===== src/hk_sysctrl_pkg.sv =====
`default_nettype none

package hk_sysctrl_pkg;

    // Wishbone bus fields
    typedef logic [31:0] wb_addr_t;
    typedef logic [31:0] wb_data_t;
    typedef logic [3:0]  wb_sel_t;

    // Power-good flags, bit 0 upward: usr1 vcc, usr2 vcc, usr1 vdd, usr2 vdd
    typedef logic [3:0] pwrgood_t;

    // Routed pad outputs, bit 0 is clk1, bit 1 is clk2, bit 2 is trap
    typedef logic [2:0] pad_sel_t;

    // User interrupt lines, bit 0 is irq 7 and bit 1 is irq 8
    typedef logic [1:0] irq_sel_t;

    // Base of the 256-byte register window
    // Only bits 31 to 8 take part in the window decode
    localparam wb_addr_t SYSCTRL_BASE = 32'h2F00_0000;

    // Word register offsets inside the window
    localparam logic [7:0] PWRGOOD_OFS  = 8'h00;
    localparam logic [7:0] CLK_OUT_OFS  = 8'h04;
    localparam logic [7:0] TRAP_OUT_OFS = 8'h08;
    localparam logic [7:0] IRQ_SRC_OFS  = 8'h0C;

endpackage

`default_nettype wire


===== src/hk_sysctrl_top.sv =====
`timescale 1ns/100ps
`default_nettype none

module hk_sysctrl_top (
    input  wire                      clk,
    input  wire                      resetn,

    input  wire                      wb_cyc_i,
    input  wire                      wb_stb_i,
    input  wire                      wb_we_i,
    input  hk_sysctrl_pkg::wb_sel_t  wb_sel_i,
    input  hk_sysctrl_pkg::wb_addr_t wb_adr_i,
    input  hk_sysctrl_pkg::wb_data_t wb_dat_i,
    output hk_sysctrl_pkg::wb_data_t wb_dat_o,
    output wire                      wb_ack_o,

    input  hk_sysctrl_pkg::pwrgood_t pwrgood_i,

    input  wire                      user_clk1_i,
    input  wire                      user_clk2_i,
    input  wire                      trap_i,
    input  hk_sysctrl_pkg::pad_sel_t mgmt_pad_out_i,
    output hk_sysctrl_pkg::pad_sel_t pad_out_o,

    input  hk_sysctrl_pkg::irq_sel_t pad_in_i,
    output hk_sysctrl_pkg::irq_sel_t user_irq_o
);

    hk_sysctrl_pkg::pwrgood_t pwrgood_synced;
    wire                      clk1_dest;
    wire                      clk2_dest;
    wire                      trap_dest;
    wire                      irq7_src;
    wire                      irq8_src;

    pwrgood_sync u_pwrgood_sync (
        .clk       (clk),
        .resetn    (resetn),
        .pwrgood_i (pwrgood_i),
        .pwrgood_o (pwrgood_synced)
    );

    sysctrl_regs u_sysctrl_regs (
        .clk         (clk),
        .resetn      (resetn),
        .wb_cyc_i    (wb_cyc_i),
        .wb_stb_i    (wb_stb_i),
        .wb_we_i     (wb_we_i),
        .wb_sel_i    (wb_sel_i),
        .wb_adr_i    (wb_adr_i),
        .wb_dat_i    (wb_dat_i),
        .wb_dat_o    (wb_dat_o),
        .wb_ack_o    (wb_ack_o),
        .pwrgood_i   (pwrgood_synced),
        .clk1_dest_o (clk1_dest),
        .clk2_dest_o (clk2_dest),
        .trap_dest_o (trap_dest),
        .irq7_src_o  (irq7_src),
        .irq8_src_o  (irq8_src)
    );

    // Pad outputs follow a write in the same cycle as its ack
    pad_route u_pad_route (
        .clk            (clk),
        .resetn         (resetn),
        .clk1_dest_i    (clk1_dest),
        .clk2_dest_i    (clk2_dest),
        .trap_dest_i    (trap_dest),
        .irq7_src_i     (irq7_src),
        .irq8_src_i     (irq8_src),
        .user_clk1_i    (user_clk1_i),
        .user_clk2_i    (user_clk2_i),
        .trap_i         (trap_i),
        .mgmt_pad_out_i (mgmt_pad_out_i),
        .pad_out_o      (pad_out_o),
        .pad_in_i       (pad_in_i),
        .user_irq_o     (user_irq_o)
    );

endmodule

`default_nettype wire


===== src/pad_route.sv =====
`timescale 1ns/100ps
`default_nettype none

module pad_route (
    input  wire                      clk,
    input  wire                      resetn,

    input  wire                      clk1_dest_i,
    input  wire                      clk2_dest_i,
    input  wire                      trap_dest_i,
    input  wire                      irq7_src_i,
    input  wire                      irq8_src_i,

    input  wire                      user_clk1_i,
    input  wire                      user_clk2_i,
    input  wire                      trap_i,
    input  hk_sysctrl_pkg::pad_sel_t mgmt_pad_out_i,
    output hk_sysctrl_pkg::pad_sel_t pad_out_o,

    input  hk_sysctrl_pkg::irq_sel_t pad_in_i,
    output hk_sysctrl_pkg::irq_sel_t user_irq_o
);

    hk_sysctrl_pkg::irq_sel_t pad_meta_q;
    hk_sysctrl_pkg::irq_sel_t pad_sync_q;
    hk_sysctrl_pkg::irq_sel_t irq_en;

    // Each pad takes its routed source when the destination bit is set,
    // and otherwise keeps the management output
    assign pad_out_o[0] = clk1_dest_i ? user_clk1_i : mgmt_pad_out_i[0];
    assign pad_out_o[1] = clk2_dest_i ? user_clk2_i : mgmt_pad_out_i[1];
    assign pad_out_o[2] = trap_dest_i ? trap_i      : mgmt_pad_out_i[2];

    // Pad inputs come straight from the package pins
    always_ff @(posedge clk) begin
        if (!resetn) begin
            pad_meta_q <= '0;
            pad_sync_q <= '0;
        end else begin
            pad_meta_q <= pad_in_i;
            pad_sync_q <= pad_meta_q;
        end
    end

    assign irq_en = {irq8_src_i, irq7_src_i};

    // Line 7 sits in bit 0 and line 8 in bit 1
    assign user_irq_o = pad_sync_q & irq_en;

endmodule

`default_nettype wire


===== src/pwrgood_sync.sv =====
`timescale 1ns/100ps
`default_nettype none

module pwrgood_sync (
    input  wire                      clk,
    input  wire                      resetn,
    input  hk_sysctrl_pkg::pwrgood_t pwrgood_i,
    output hk_sysctrl_pkg::pwrgood_t pwrgood_o
);

    // The supply monitors switch with no relation to clk, so every flag
    // goes through two flops before the register file may sample it
    hk_sysctrl_pkg::pwrgood_t meta_q;
    hk_sysctrl_pkg::pwrgood_t sync_q;

    always_ff @(posedge clk) begin
        if (!resetn) begin
            meta_q <= '0;
            sync_q <= '0;
        end else begin
            meta_q <= pwrgood_i;
            sync_q <= meta_q;
        end
    end

    // A pin change shows up here two edges after it is first sampled
    assign pwrgood_o = sync_q;

endmodule

`default_nettype wire


===== src/sysctrl_regs.sv =====
`timescale 1ns/100ps
`default_nettype none

module sysctrl_regs (
    input  wire                      clk,
    input  wire                      resetn,

    input  wire                      wb_cyc_i,
    input  wire                      wb_stb_i,
    input  wire                      wb_we_i,
    input  hk_sysctrl_pkg::wb_sel_t  wb_sel_i,
    input  hk_sysctrl_pkg::wb_addr_t wb_adr_i,
    input  hk_sysctrl_pkg::wb_data_t wb_dat_i,
    output hk_sysctrl_pkg::wb_data_t wb_dat_o,
    output logic                     wb_ack_o,

    input  hk_sysctrl_pkg::pwrgood_t pwrgood_i,

    output logic                     clk1_dest_o,
    output logic                     clk2_dest_o,
    output logic                     trap_dest_o,
    output logic                     irq7_src_o,
    output logic                     irq8_src_o
);

    logic                     req;
    logic                     win_hit;
    logic                     access;
    hk_sysctrl_pkg::wb_sel_t  wr_lane;
    logic                     wr_lane0;
    logic [7:0]               ofs;
    logic                     clk_out_sel;
    logic                     trap_out_sel;
    logic                     irq_sel;
    hk_sysctrl_pkg::wb_data_t rd_word;
    hk_sysctrl_pkg::wb_data_t rdata_q;

    // A bus request is cyc and stb together
    assign req = wb_cyc_i && wb_stb_i;

    // Per-lane write enables, only lane 0 holds register bits
    assign wr_lane  = wb_sel_i & {4{wb_we_i}};
    assign wr_lane0 = wr_lane[0];

    assign win_hit = (wb_adr_i[31:8] == hk_sysctrl_pkg::SYSCTRL_BASE[31:8]);
    assign ofs     = wb_adr_i[7:0];

    // The ack of the previous cycle blocks a second ack while the master
    // still holds stb in the cycle it sees the first one
    assign access = req && win_hit && !wb_ack_o;

    assign clk_out_sel  = (ofs == hk_sysctrl_pkg::CLK_OUT_OFS);
    assign trap_out_sel = (ofs == hk_sysctrl_pkg::TRAP_OUT_OFS);
    assign irq_sel      = (ofs == hk_sysctrl_pkg::IRQ_SRC_OFS);

    // Readback word for the addressed register; unknown offsets read zero
    always_comb begin
        rd_word = '0;
        case (ofs)
            hk_sysctrl_pkg::PWRGOOD_OFS:  rd_word[3:0] = pwrgood_i;
            hk_sysctrl_pkg::CLK_OUT_OFS:  rd_word[1:0] = {clk2_dest_o, clk1_dest_o};
            hk_sysctrl_pkg::TRAP_OUT_OFS: rd_word[0]   = trap_dest_o;
            hk_sysctrl_pkg::IRQ_SRC_OFS:  rd_word[1:0] = {irq8_src_o, irq7_src_o};
            default:                      rd_word      = '0;
        endcase
    end

    // Acknowledge and routing bits
    // The power-good register is read only, so it has no write branch
    always_ff @(posedge clk) begin
        if (!resetn) begin
            wb_ack_o    <= 1'b0;
            clk1_dest_o <= 1'b0;
            clk2_dest_o <= 1'b0;
            trap_dest_o <= 1'b0;
            irq7_src_o  <= 1'b0;
            irq8_src_o  <= 1'b0;
        end else begin
            wb_ack_o <= access;
            if (access && wr_lane0) begin
                if (clk_out_sel) begin
                    clk1_dest_o <= wb_dat_i[0];
                    clk2_dest_o <= wb_dat_i[1];
                end
                if (trap_out_sel) begin
                    trap_dest_o <= wb_dat_i[0];
                end
                if (irq_sel) begin
                    irq7_src_o <= wb_dat_i[0];
                    irq8_src_o <= wb_dat_i[1];
                end
            end
        end
    end

    // Read data is captured on the acknowledging edge and holds the value
    // the register had before any write in the same access
    always_ff @(posedge clk) begin
        if (access) begin
            rdata_q <= rd_word;
        end
    end

    assign wb_dat_o = rdata_q;

endmodule

`default_nettype wire


===== config.mk =====
export PLATFORM = sky130hd
export DESIGN_NAME = hk_sysctrl_top
export DESIGN_NICKNAME = d
export VERILOG_FILES = /design/src/hk_sysctrl_pkg.sv /design/src/hk_sysctrl_top.sv /design/src/pad_route.sv /design/src/pwrgood_sync.sv /design/src/sysctrl_regs.sv
export SDC_FILE = /design/constraint.sdc
export NUM_CORES = 1
export LEC_CHECK = 0
export BUFFER_PORTS_ARGS = -buffer_cell sky130_fd_sc_hd__buf_2
export CAP_MARGIN = 25
export CELL_PAD_IN_SITES_DETAIL_PLACEMENT = 1
export CELL_PAD_IN_SITES_GLOBAL_PLACEMENT = 2
export CORE_AREA = 10 10 92 94
export CTS_BUF_LIST = sky130_fd_sc_hd__clkbuf_8 sky130_fd_sc_hd__clkbuf_16
export DETAILED_ROUTE_END_ITERATION = 10
export DIE_AREA = 0 0 102 104
export GPL_TIMING_DRIVEN = 1
export PLACE_DENSITY_LB_ADDON = 0.2
export SETUP_SLACK_MARGIN = 0.5
export SLEW_MARGIN = 0
export SYNTH_ARGS = -nofsm -noshare
export SYNTH_HDL_FRONTEND = slang
export SYNTH_SLANG_ARGS = --single-unit

===== constraint.sdc =====
create_clock -name clk -period 3.7 [get_ports clk]
set_input_delay 0.555 -clock clk [delete_from_list [all_inputs] [get_ports clk]]
set_output_delay 0.555 -clock clk [all_outputs]
set_load 0.02 [all_outputs]

## After elaboration in Yosys (flattened, before gate mapping)

Index checks and enable logic that the tools add are counted.

| word-level totals | value |
|---|---|
| register bits | 22 |
| bits in latches | 0 |
| memory bits (writable) | 0 |
| bits in read-only memories | 0 |
| logic and storage cells | 32 |
| memories kept | 0 |

| cells by class | value |
|---|---|
| add/subtract/negate cells | 0 |
| $mul | 0 |
| div/mod/pow operators | 0 |
| $lt $le $gt $ge | 0 |
| eq/ne operators | 4 |
| shifts and indexed selects | 0 |
| multiplexer cells | 5 |
| bitwise logic cells | 2 |
| reductions and logical operators | 9 |

Operator list:

| operator | count |
|---|---|
| 24-bit by 22-bit == test with 1-bit output, second input constant | 1 |
| 8-bit by 4-bit == test with 1-bit output, second input constant | 2 |
| 8-bit by 3-bit == test with 1-bit output, second input constant | 1 |
| 8-bit logical NOT | 1 |
| 2-bit AND reduction | 3 |
| 1-bit logical AND | 4 |
| 1-bit one-hot mux with 4 select lines | 1 |
| 1-bit 2-to-1 mux | 3 |
| 1-bit one-hot mux with 3 select lines | 1 |
| 2-bit AND | 1 |
| 1-bit AND | 1 |
| 1-bit logical NOT | 1 |

## Longest topological paths before layout

Gate-level depths: netlist of the first run.

| depth | value |
|---|---|
| depth after elaboration | 5 |
| mapped depth | 4 |
| gate-level depth less buffers | 4 |

## Modules after synthesis

A second synthesis of the first run with hierarchy kept.

| unflattened totals | value |
|---|---|
| cells, all modules | 109 |
| area total of the unflattened synthesis | 1233.7 µm² |

By module, submodules not included:

| module | instances | cells each | area an instance (µm²) | seq. area each (µm²) |
|---|---|---|---|---|
| sysctrl_regs | 1 | 80 | 860.8 | 240.2 |
| pwrgood_sync | 1 | 16 | 210.2 | 160.2 |
| pad_route | 1 | 13 | 162.7 | 80.1 |

## Worst setup path before layout of the first run

OpenSTA, ideal clock, no wires.

| timing | value |
|---|---|
| kind | input to register |
| start point | input wb_adr_i[16] |
| end point | register u_sysctrl_regs.rdata_q[0] (netlist: u_sysctrl_regs.wb_dat_o[0]), enable pin |
| library setup time | 0.334 ns |
| data arrival time | 1.344 ns |
| data required time | 3.366 ns |
| path slack | 2.022 ns |
| stages on the path | 3 |
| path through | nor4b_2 -> nand4_2 -> nor2_1 |

| between the ends | value |
|---|---|
| longest elaborated chain between the ends | 3 |

Ends and longest elaborated chain:

| element | line | text |
|---|---|---|
| start, declared | hk_sysctrl_top.sv:12 | `input hk_sysctrl_pkg::wb_addr_t wb_adr_i,` |
| 24-bit by 22-bit == test with 1-bit output | sysctrl_regs.sv:45 | `assign win_hit = (wb_adr_i[31:8] == hk_sysctrl_pkg::SYSCTRL_BASE[31:8]);` |
| 1-bit logical AND (2 in series) | sysctrl_regs.sv:50 | `assign access = req && win_hit && !wb_ack_o;` |
| via u_sysctrl_regs.access | sysctrl_regs.sv:28 | `logic access;` |
| end signal, assigned | sysctrl_regs.sv:100 | `rdata_q <= rd_word;` |
| end, declared | sysctrl_regs.sv:36 | `hk_sysctrl_pkg::wb_data_t rdata_q;` |

The timed path passes the listed nets, and every way through them passes these cells.
A chain may end at the register's enable or synchronous reset.

## Final worst setup path of the first run

| timing | value |
|---|---|
| start point | register u_sysctrl_regs.trap_dest_o |
| end point | output pad_out_o[2] |

| between the ends | value |
|---|---|
| longest elaborated chain between the ends | 1 |

Ends and longest elaborated chain:

| element | line | text |
|---|---|---|
| start, declared | sysctrl_regs.sv:21 | `output logic trap_dest_o,` |
| start signal, assigned | sysctrl_regs.sv:86 | `trap_dest_o <= wb_dat_i[0];` |
| 1-bit 2-to-1 mux | pad_route.sv:32 | `assign pad_out_o[2] = trap_dest_i ? trap_i : mgmt_pad_out_i[2];` |
| end, declared | hk_sysctrl_top.sv:23 | `output hk_sysctrl_pkg::pad_sel_t pad_out_o,` |

No other way between the ends.

==> flow_metrics.env, run 1 <==
export IMPL_dpl_hpwl_mm=3.16
export IMPL_wl_mm=3.50
export IMPL_finalSetupTns_ns=0
export IMPL_final_cell_mix="buf_2 (61), conb_1 (28), dfxtp_1 (18), and2_1 (15), nand2_1 (9)"
export IMPL_dr_pass1_iters=3
export IMPL_place_area_um2=1520
export IMPL_fp_dieW_um=102
export IMPL_vias=917
export IMPL_instances_no_fill=253
export IMPL_grt_pass1_vias=1083
export IMPL_insertedDiodeCount=0
export IMPL_drive_gt1_frac=0.468
export IMPL_grt_pass1_wl_mm=5.27
export IMPL_met2_length_mm=1.55
export IMPL_antenna_found_initial=0
export IMPL_htree_levels=1
export IMPL_syn_area_per_cell_um2=11.1
export IMPL_drt_initial_drc_count=4
export IMPL_synth_seq_cells=22
export IMPL_met3_length_um=499
export IMPL_ff2ff_setup_slack_ns=2.24
export IMPL_fmax_mhz=588
export IMPL_drv_cap=0
export IMPL_rsz0062_at_grt="no"
export IMPL_end_kind="primary output"
export IMPL_leakage_uw=0.000733
export IMPL_setup_violations=0
export IMPL_die_area_um2=10600
export IMPL_fillers=795
export IMPL_numCtsBuffers=3
export IMPL_root_buffer="clkbuf_8"
export IMPL_power_density_nw_per_um2=348
export IMPL_clk_path_buf_depth=2
export IMPL_finalNetCount=259
export IMPL_worst_hold_slack_ns=0.441
export IMPL_finalHoldViolations=0
export IMPL_ctsResizeCount=0
export IMPL_layout_commonest_cell="buf_2"
export IMPL_clock_skew_ns=0.00312
export IMPL_post_place_cells=249
export IMPL_met1_length_mm=1.39
export IMPL_postSynthCellCount=111
export IMPL_gp_congestion=0.704
export IMPL_synth_warnings=0
export IMPL_highest_layer="met4"
export IMPL_rr_endpoint="u_sysctrl_regs.clk2_dest_o$_SDFFE_PN0P_"
export IMPL_start_util=0.184
export IMPL_syn_area_um2=1230
export IMPL_routedWlPerCell_um=13.8
export IMPL_fin_crit_sh=0.460
export IMPL_die_h_um=104
export IMPL_ios=123
export IMPL_hold_depth=1
export IMPL_min_path_type="flop to flop"
export IMPL_period_needed_ns=1.70
export IMPL_crit_path_max_fanout=3
export IMPL_hold_buffers=0
export IMPL_post_route_util=0.238
export IMPL_required_ns=3.14
export IMPL_hold_end="u_pad_route.pad_sync_q[1]$_SDFF_PN0_"
export IMPL_cts_setup_buffers=0
export IMPL_ant_nets=0
export IMPL_r2r_start="u_sysctrl_regs.wb_ack_o$_SDFF_PN0_"
export IMPL_cp_start_kind="flop"
export IMPL_peakVddDrop_uv=128
export IMPL_via_per_inst=3.62
export IMPL_worstSetupPathType="flop to primary output"
export IMPL_final_area_um2=1590
export IMPL_cts_tree="yes"
export IMPL_grt_overflow=0
export IMPL_yosysSeqAreaShare=0.391
export IMPL_rows=30
export IMPL_clk_pin_slew_ns=0.08
export IMPL_crit_arrival_ns=1.15
export IMPL_track_usage=0.0638
export IMPL_areaGrowthSynthToFinish_pct=29.3
export IMPL_drc=0
export IMPL_core_region_area_um2=6680
export IMPL_slew_violations=0
export IMPL_clock_sinks=22
export IMPL_grt_max_degree=21
export IMPL_clkLatencyLatePin_ns=0.26
export IMPL_synth_cell_types=22
export IMPL_reg2reg_depth=4
export IMPL_outcome="finished clean"
export IMPL_port_buffers=61
export IMPL_min_from="u_pad_route.pad_meta_q[1]$_SDFF_PN0_"
[layout make-up]
class                           instances  area (um2)  share of cell area
Multi-Input combinational cell         86         633               0.398
Tap cell                               80         100              0.0629
Clock inverter                          1        30.0              0.0189
Clock buffer                            3        41.3              0.0260
Sequential cell                        22         480               0.302
Timing Repair Buffer                   61         305               0.192
[sequential cells by signal, indices dropped and copies added, names as in the netlist]
signal,flops
u_pwrgood_sync.pwrgood_o,4
u_sysctrl_regs.wb_dat_o,4
u_sysctrl_regs.irq8_src_o,1
u_sysctrl_regs.wb_ack_o,1
u_pwrgood_sync.meta_q,4
u_sysctrl_regs.clk2_dest_o,1
u_sysctrl_regs.trap_dest_o,1
u_pad_route.pad_meta_q,2
u_pad_route.pad_sync_q,2
u_sysctrl_regs.irq7_src_o,1
u_sysctrl_regs.clk1_dest_o,1
[worst max-delay path by stage]
stage | cells past startpoint | endpoint | from
finish | 2 | pad_out_o[2] | u_sysctrl_regs.trap_dest_o$_SDFFE_PN0P_
global route | 2 | pad_out_o[2] | u_sysctrl_regs.trap_dest_o$_SDFFE_PN0P_
CTS | 2 | pad_out_o[2] | u_sysctrl_regs.trap_dest_o$_SDFFE_PN0P_
detailed placement | 5 | u_sysctrl_regs.clk2_dest_o$_SDFFE_PN0P_ | wb_adr_i[8]
global placement | 4 | u_sysctrl_regs.wb_dat_o[2]$_SDFFCE_PP0P_ | wb_adr_i[8]
floorplan | 3 | u_sysctrl_regs.wb_dat_o[0]$_DFFE_PP_ | wb_adr_i[16]
[synth_stat cells, drive strengths merged]
| cell type | number | area [um2] |
|---|---|---|
| a22oi | 1 | 7.51 |
| and2 | 15 | 93.8 |
| and3 | 1 | 6.26 |
| and4 | 2 | 17.5 |
| and4bb | 2 | 25.0 |
| buf | 28 | 210 |
| clkbuf | 2 | 7.51 |
| conb | 1 | 3.75 |
| dfxtp | 18 | 360 |
| edfxtp | 4 | 120 |
| mux2 | 4 | 45.0 |
| mux2i | 5 | 50.1 |
| mux4 | 1 | 22.5 |
| nand2 | 9 | 33.8 |
| nand2b | 2 | 12.5 |
| nand4 | 3 | 55.1 |
| nor2 | 4 | 15.0 |
| nor2b | 1 | 6.26 |
| nor4 | 7 | 123 |
| nor4b | 1 | 15.0 |
[kinds of logic after synthesis]
logic type,synth area share
AND/OR/NAND/NOR,0.328
buffers and inverters,0.177
flip-flops,0.391
multiplexers,0.0956
AO/OA/AOI/OAI,0.00611
other,0.00305
[through the flow]
stage	power, uW	worst slack, ns
2_1_floorplan	322	2.02
3_3_place_gp	334	1.78
3_5_place_dp	336	1.71
4_1_cts	563	1.97
5_1_grt	583	1.94
6_report	553	2.00
[routing by layer]
| layer | vias up | track usage |
|---|---|---|
| met2 | 64 | 0.104 |
| met4 | 0 | 0.0333 |
| met5 | - | 0 |
| li1 | 448 | - |
| met3 | 4 | 0.0299 |
| met1 | 401 | 0.0663 |
[power breakdown]
| part | internal (uW) | total, uW | switching (uW) | leakage, uW |
|---|---|---|---|---|
| Clock | 145 | 222 | 77.6 | 0.0000357 |
| Combinational | 29.7 | 81.6 | 51.9 | 0.000513 |
| Sequential | 249 | 250 | 1.07 | 0.000185 |
[worst max-delay path: stages (launching register included)]
cell	delay (ns)
dfxtp_1	0.36
mux2_2	0.35
buf_2	0.17
Power figures use the tool's default switching activity.
==> run 2: changes to the inputs <==
--- a/config.mk
+++ b/config.mk
@@ -5,14 +5,15 @@
 export SDC_FILE = /design/constraint.sdc
 export NUM_CORES = 1
 export LEC_CHECK = 0
+export ABC_AREA = 1
 export BUFFER_PORTS_ARGS = -buffer_cell sky130_fd_sc_hd__buf_2
 export CAP_MARGIN = 25
 export CELL_PAD_IN_SITES_DETAIL_PLACEMENT = 1
 export CELL_PAD_IN_SITES_GLOBAL_PLACEMENT = 2
-export CORE_AREA = 10 10 92 94
+export CORE_AREA = 10 10 109 111
 export CTS_BUF_LIST = sky130_fd_sc_hd__clkbuf_8 sky130_fd_sc_hd__clkbuf_16
 export DETAILED_ROUTE_END_ITERATION = 10
-export DIE_AREA = 0 0 102 104
+export DIE_AREA = 0 0 119 121
 export GPL_TIMING_DRIVEN = 1
 export PLACE_DENSITY_LB_ADDON = 0.2
 export SETUP_SLACK_MARGIN = 0.5
==> constraint.sdc (replaced) <==
create_clock -name clk -period 1.4 [get_ports clk]
set_input_delay 0.21 -clock clk [delete_from_list [all_inputs] [get_ports clk]]
set_output_delay 0.21 -clock clk [all_outputs]
set_load 0.02 [all_outputs]
==> run 2 against run 1 <==
Die area rose by 36%. Sequential power rose to 2.6 times the previous value. Register-to-register slack got worse by 2.0 ns. Critical path depth rose by 4. Wire length rose by 37%. Total power rose by 140%. Critical path type is now flop to flop. Highest routed layer unchanged.
==> flow_metrics.env, run 2 <==
export IMPL_synth_cell_types=19
export IMPL_syn_area_per_cell_um2=6.31
export IMPL_track_usage=0.0666
export IMPL_finalNetCount=386
export IMPL_synth_top_cells_by_count="nand2_1 (63), inv_1 (46), nor2_1 (33)"
export IMPL_peakVddDrop_uv=282
export IMPL_grt_pass1_vias=1586
export IMPL_min_path_type="input pin to flop"
export IMPL_rsz0062_at_grt="yes"
export IMPL_clkLatencyLatePin_ns=0.26
export IMPL_setup_worst_path_end="u_sysctrl_regs.wb_dat_o[3]$_SDFFCE_PP0P_"
export IMPL_instances_no_fill=433
export IMPL_via_per_inst=3.25
export IMPL_required_ns=1.39
export IMPL_final_cell_mix="nand2_1 (56), buf_2 (51), inv_1 (40), nor2_1 (31), conb_1 (28)"
export IMPL_end_kind="flop"
export IMPL_synthTopCellsByArea="dfxtp_1 (25%), nand2_1 (17%), buf_4 (15%), inv_1 (12%), nor2_1 (8.8%)"
export IMPL_fmax_mhz=829
export IMPL_finalHoldViolations=0
export IMPL_crit_path_max_fanout=4
export IMPL_ios=123
export IMPL_clk_pin_slew_ns=0.08
export IMPL_die_h_um=121
export IMPL_dr_pass1_iters=4
export IMPL_preCtsSetupSlack_ns=-0.0149
export IMPL_crit_arrival_ns=1.19
export IMPL_core_region_area_um2=9640
export IMPL_leakage_uw=0.00114
export IMPL_dpl_hpwl_mm=4.06
export IMPL_synth_seq_cells=22
export IMPL_grt_overflow=0
export IMPL_die_area_um2=14400
export IMPL_synth_warnings=0
export IMPL_insertedDiodeCount=0
export IMPL_cts_tree="yes"
export IMPL_fin_crit_sh=0.862
export IMPL_yosysTopAreaCell="dfxtp_1"
export IMPL_drc=0
export IMPL_clk_path_buf_depth=2
export IMPL_slew_violations=0
export IMPL_routedWlPerCell_um=11.1
export IMPL_port_buffers=61
export IMPL_cp_start_kind="flop"
export IMPL_syn_area_um2=1410
export IMPL_hold_depth=3
export IMPL_yosysSeqAreaShare=0.340
export IMPL_synth_edf_count=4
export IMPL_r2r_start="u_sysctrl_regs.wb_ack_o$_SDFF_PN0_"
export IMPL_reg2reg_depth=6
export IMPL_drv_cap=0
export IMPL_rows=36
export IMPL_clock_skew_ns=0.00214
export IMPL_vias=1407
export IMPL_synth_main_ff_cell="dfxtp_1"
export IMPL_ys_async_sr_fraction=0
export IMPL_cp_startpoint="u_sysctrl_regs.wb_ack_o$_SDFF_PN0_"
export IMPL_numCtsBuffers=3
export IMPL_ant_nets=0
export IMPL_start_util=0.147
export IMPL_fp_dieW_um=119
export IMPL_grt_max_degree=19
export IMPL_areaGrowthSynthToFinish_pct=49.4
export IMPL_fillers=1242
export IMPL_period_needed_ns=1.21
export IMPL_root_buffer="clkbuf_8"
export IMPL_post_place_cells=415
export IMPL_worstSetupPathType="flop to flop"
export IMPL_antenna_found_initial=0
export IMPL_ff2ff_setup_slack_ns=0.19
export IMPL_outcome="finished clean"
export IMPL_drive_gt1_frac=0.387
export IMPL_gp_congestion=0.743
export IMPL_yosys_cell_count_top_type="nand2_1"
export IMPL_power_density_nw_per_um2=628
export IMPL_fin_ws_ns=0.194
export IMPL_setup_violations=0
export IMPL_layout_commonest_cell="nand2_1"
export IMPL_drt_initial_drc_count=25
export IMPL_yosysTopAreaCellShare=0.255
export IMPL_rr_endpoint="u_sysctrl_regs.wb_dat_o[3]$_SDFFCE_PP0P_"
export IMPL_wl_mm=4.81
export IMPL_clock_sinks=22
export IMPL_htree_levels=1
export IMPL_grt_pass1_wl_mm=7.80
export IMPL_postSynthCellCount=224
-- run 2: worst min-delay path by stage --
stage	start	end	slack (ns)
2_1_floorplan	pad_in_i[0]	u_pad_route.pad_meta_q[0]$_SDFF_PN0_	0.31
3_3_place_gp	pwrgood_i[0]	u_pwrgood_sync.meta_q[0]$_SDFF_PN0_	0.40
3_5_place_dp	pad_in_i[1]	u_pad_route.pad_meta_q[1]$_SDFF_PN0_	0.40
4_1_cts	pad_in_i[1]	u_pad_route.pad_meta_q[1]$_SDFF_PN0_	0.12
5_1_grt	pwrgood_i[1]	u_pwrgood_sync.meta_q[1]$_SDFF_PN0_	0.12
6_report	pad_in_i[1]	u_pad_route.pad_meta_q[1]$_SDFF_PN0_	0.13
-- run 2: critical path, cell delays in order (launching register included) --
cell	delay, ns
dfxtp_4	0.35
inv_2	0.05
nand2_2	0.05
inv_2	0.07
nand3_4	0.07
nor2_4	0.20
buf_12	0.14
-- run 2: cells by family (layout without fill, tap and decap cells) --
kind of cell    after synthesis  after routing  share of synthesized area
compound gates                2              2                     0.0115
buf+inv                      80            129                      0.287
flops                        22             22                      0.340
other cells                   1             28                    0.00265
simple gates                119            119                      0.359
-- run 2: per-stage QoR --
stage	TNS, ns	hold slack (ns)	area (um2)	util	total power [uW]
floorplan	0	0.308	1560	-	880
global placement	-0.00310	0.399	1810	0.188	926
detailed placement	-0.0288	0.399	1810	0.188	928
CTS	0	0.120	2040	0.212	1360
global route	0	0.122	2110	0.219	1420
finish	0	0.130	2110	0.219	1330
-- run 2: repair_timing --
item	4_1_cts	5_1_grt
pin swaps	15	6
resized for setup	32	15
setup endpoints to repair	21	22
hold buffers	0	0
cloned	0	0
buffers inserted	11	3
-- run 2: power by group --
group          leakage [uW]  internal, uW  switching (uW)
Sequential         0.000188           655            3.85
Clock             0.0000231           195             201
Combinational      0.000929          93.8             176
Total               0.00114           944             381
-- run 2: layer usage --
layer / wire (um) / vias up / track usage
met4: 31 / 0 / 0.0115
met5: 0 / - / 0
met2: 2650 / 40 / 0.130
met1: 1920 / 617 / 0.0705
li1: - / 748 / -
met3: 206 / 2 / 0.0172
-- run 2: cell type report --
type / instances / area, um2 / area share
clock buffer: 3 / 41.3 / 0.0195
tap: 133 / 166 / 0.0788
timing repair buffer: 75 / 497 / 0.235
inverter: 50 / 188 / 0.0889
sequential: 22 / 490 / 0.232
clock inverter: 1 / 3.75 / 0.00178
multi-input combinational: 149 / 726 / 0.344
==> run 3: changes to the inputs <==
--- a/config.mk
+++ b/config.mk
@@ -16,7 +16,7 @@
 export DIE_AREA = 0 0 119 121
 export GPL_TIMING_DRIVEN = 1
 export PLACE_DENSITY_LB_ADDON = 0.2
-export SETUP_SLACK_MARGIN = 0.5
+export SETUP_SLACK_MARGIN = 0.3
 export SLEW_MARGIN = 0
 export SYNTH_ARGS = -nofsm -noshare
 export SYNTH_HDL_FRONTEND = slang
==> run 3 against run 2 <==
Sequential power hardly changed. Non-clock buffer count fell by 5. Hold slack better by 0.0037 ns. Flip-flop and latch count unchanged. Combinational power shrank 5%. Core utilization decreased by 1.0 points. Critical path depth unchanged. Largest power group unchanged. Setup slack gained 0.024 ns. Global-route usage decreased by 0.26 points. Die area did not move. Highest routed layer unchanged. Cell count is 1.2% lower.
==> flow_metrics.env, run 3 (synthesis gave the netlist of run 2 again) <==
export IMPL_outcome="finished clean"
export IMPL_hold_buffers=0
export IMPL_intPower_uw=1130
export IMPL_areaGrowthSynthToFinish_pct=42.4
export IMPL_drt_initial_drc_count=24
export IMPL_drive_gt1_frac=0.366
export IMPL_crit_buf_inv=3
export IMPL_peakVddDrop_uv=398
export IMPL_track_usage=0.0640
export IMPL_dr_pass1_iters=3
export IMPL_clock_sinks=22
export IMPL_port_buffers=61
export IMPL_hold_depth=3
export IMPL_place_area_um2=1770
export IMPL_slew_violations=0
export IMPL_clk_path_buf_depth=2
export IMPL_worstSetupPathType="flop to flop"
export IMPL_cpPeakStageDelay_ns=0.33
export IMPL_crit_path_max_fanout=4
export IMPL_crit_arrival_ns=1.18
export IMPL_ios=123
export IMPL_layout_commonest_cell="nand2_1"
export IMPL_clkPwrFrac=0.393
export IMPL_finalHoldViolations=0
export IMPL_grt_overflow=0
export IMPL_antenna_found_initial=0
export IMPL_via_per_inst=3.20
export IMPL_rows=36
export IMPL_required_ns=1.40
export IMPL_multi_input_area_um2=677
export IMPL_cp_top_family="flip-flops"
export IMPL_insertedDiodeCount=0
export IMPL_reg2reg_depth=6
export IMPL_final_area_um2=2010
export IMPL_grt_pass1_vias=1591
export IMPL_min_from="pwrgood_i[2]"
export IMPL_rsz0062_at_grt="yes"
export IMPL_fmax_mhz=846
export IMPL_r2r_start="u_sysctrl_regs.wb_ack_o$_SDFF_PN0_"
export IMPL_final_cell_mix="nand2_1 (56), buf_2 (55), inv_1 (39), nor2_1 (32), conb_1 (28)"
export IMPL_wl_mm=4.59
export IMPL_crit_cells=6
export IMPL_ant_nets=0
export IMPL_fillers=1245
export IMPL_clk_pin_slew_ns=0.09
export IMPL_grt_pass1_wl_mm=7.60
export IMPL_numCtsBuffers=3
export IMPL_finalNetCount=381
export IMPL_htree_levels=1
export IMPL_setup_violations=0
export IMPL_fp_dieW_um=119
export IMPL_switching_share=0.254
export IMPL_power_density_nw_per_um2=750
export IMPL_seq_area_um2=488
export IMPL_preCtsSetupSlack_ns=-0.0135
export IMPL_rr_endpoint="u_sysctrl_regs.wb_dat_o[2]$_SDFFCE_PP0P_"
export IMPL_slowest_stage="dfxtp_2"
export IMPL_gp_congestion=0.684
export IMPL_vias=1371
export IMPL_pwr_share_seq=0.438
export IMPL_leakage_uw=0.00108
export IMPL_ff2ff_setup_slack_ns=0.22
export IMPL_comb_power_share=0.170
export IMPL_drv_cap=0
export IMPL_root_buffer="clkbuf_8"
export IMPL_grt_max_degree=19
export IMPL_cp_cell_sequence="inv_2 > nand2_2 > inv_2 > nand3_4 > nor2_4 > buf_12"
export IMPL_hold_end="u_pwrgood_sync.meta_q[2]$_SDFF_PN0_"
export IMPL_min_path_type="input pin to flop"
export IMPL_dpl_hpwl_mm=3.94
export IMPL_cp_start_kind="flop"
export IMPL_end_kind="flop"
export IMPL_cts_tree="yes"
export IMPL_die_area_um2=14400
export IMPL_die_h_um=121
export IMPL_period_needed_ns=1.18
export IMPL_p_sw_uw=383
export IMPL_routedWlPerCell_um=10.7
export IMPL_clock_skew_ns=0.0120
export IMPL_start_util=0.147
export IMPL_fin_ws_ns=0.217
export IMPL_clkLatencyLatePin_ns=0.27
export IMPL_crit_top_cell="inv_2"
export IMPL_worst_hold_slack_ns=0.134
export IMPL_fin_crit_sh=0.845
export IMPL_drc=0
export IMPL_core_region_area_um2=9640
## run 3: cell count changes in the layout (fill, tap and decap cells not counted), sizes merged
cell / previous run / this run
clkinv: 1 / 0
bufinv: 0 / 1
buf: 75 / 70
## run 3: area by class of cell
class,count,area share
Multi-Input combinational cell,149,0.336
Timing Repair Buffer,70,0.210
Tap cell,133,0.0827
Inverter,50,0.0932
Sequential cell,22,0.242
Clock inverter,1,0.0149
Clock buffer,3,0.0205
## run 3: repair_timing
action | CTS | global route
endpoints found under the setup margin | 14 | 16
gates resized for setup | 18 | 19
buffers inserted | 7 | 2
pin swaps | 1 | 10
## run 3: metal layers
layer  part of all wire  global-route usage
met5                  0                   0
met4             0.0081              0.0137
met3              0.044              0.0163
met1               0.43              0.0710
met2               0.51               0.120
## run 3: worst max-delay path by stage
| stage | from | endpoint | slack [ns] |
|---|---|---|---|
| after detailed placement | wb_adr_i[21] | u_sysctrl_regs.clk1_dest_o$_SDFFE_PN0P_ | -0.01 |
| final | u_sysctrl_regs.wb_ack_o$_SDFF_PN0_ | u_sysctrl_regs.wb_dat_o[2]$_SDFFCE_PP0P_ | 0.22 |
| after floorplan | u_sysctrl_regs.wb_ack_o$_SDFF_PN0_ | u_sysctrl_regs.clk1_dest_o$_SDFFE_PN0P_ | 0.30 |
| after global routing | u_sysctrl_regs.wb_ack_o$_SDFF_PN0_ | u_sysctrl_regs.clk2_dest_o$_SDFFE_PN0P_ | 0.11 |
| after global placement | wb_adr_i[21] | u_sysctrl_regs.clk1_dest_o$_SDFFE_PN0P_ | -0.01 |
| after CTS | u_sysctrl_regs.wb_ack_o$_SDFF_PN0_ | u_sysctrl_regs.wb_dat_o[2]$_SDFFCE_PP0P_ | 0.20 |
## run 3: worst register-to-register path, stage by stage, from the launching register on
cell and delay, ns:
dfxtp_2 0.33, inv_2 0.04, nand2_2 0.06, inv_2 0.07
nand3_4 0.08, nor2_4 0.19, buf_12 0.14
## run 3: metrics by stage
step	total power [uW]	utilization	setup TNS, ns	cells
global placement	918	0.184	-0.0294	415
CTS	1540	0.202	0	426
detailed placement	920	0.184	-0.0479	415
finish	1510	0.209	0	428
global route	1620	0.209	0	428
floorplan	877	-	0	251
## run 3: power by group through the flow
stage	logic, uW	registers [uW]	clock network [uW]
after floorplan	203	675	0
after global placement	243	675	0
after detailed placement	244	676	0
after CTS	251	661	628
after global routing	293	663	661
final	256	661	594
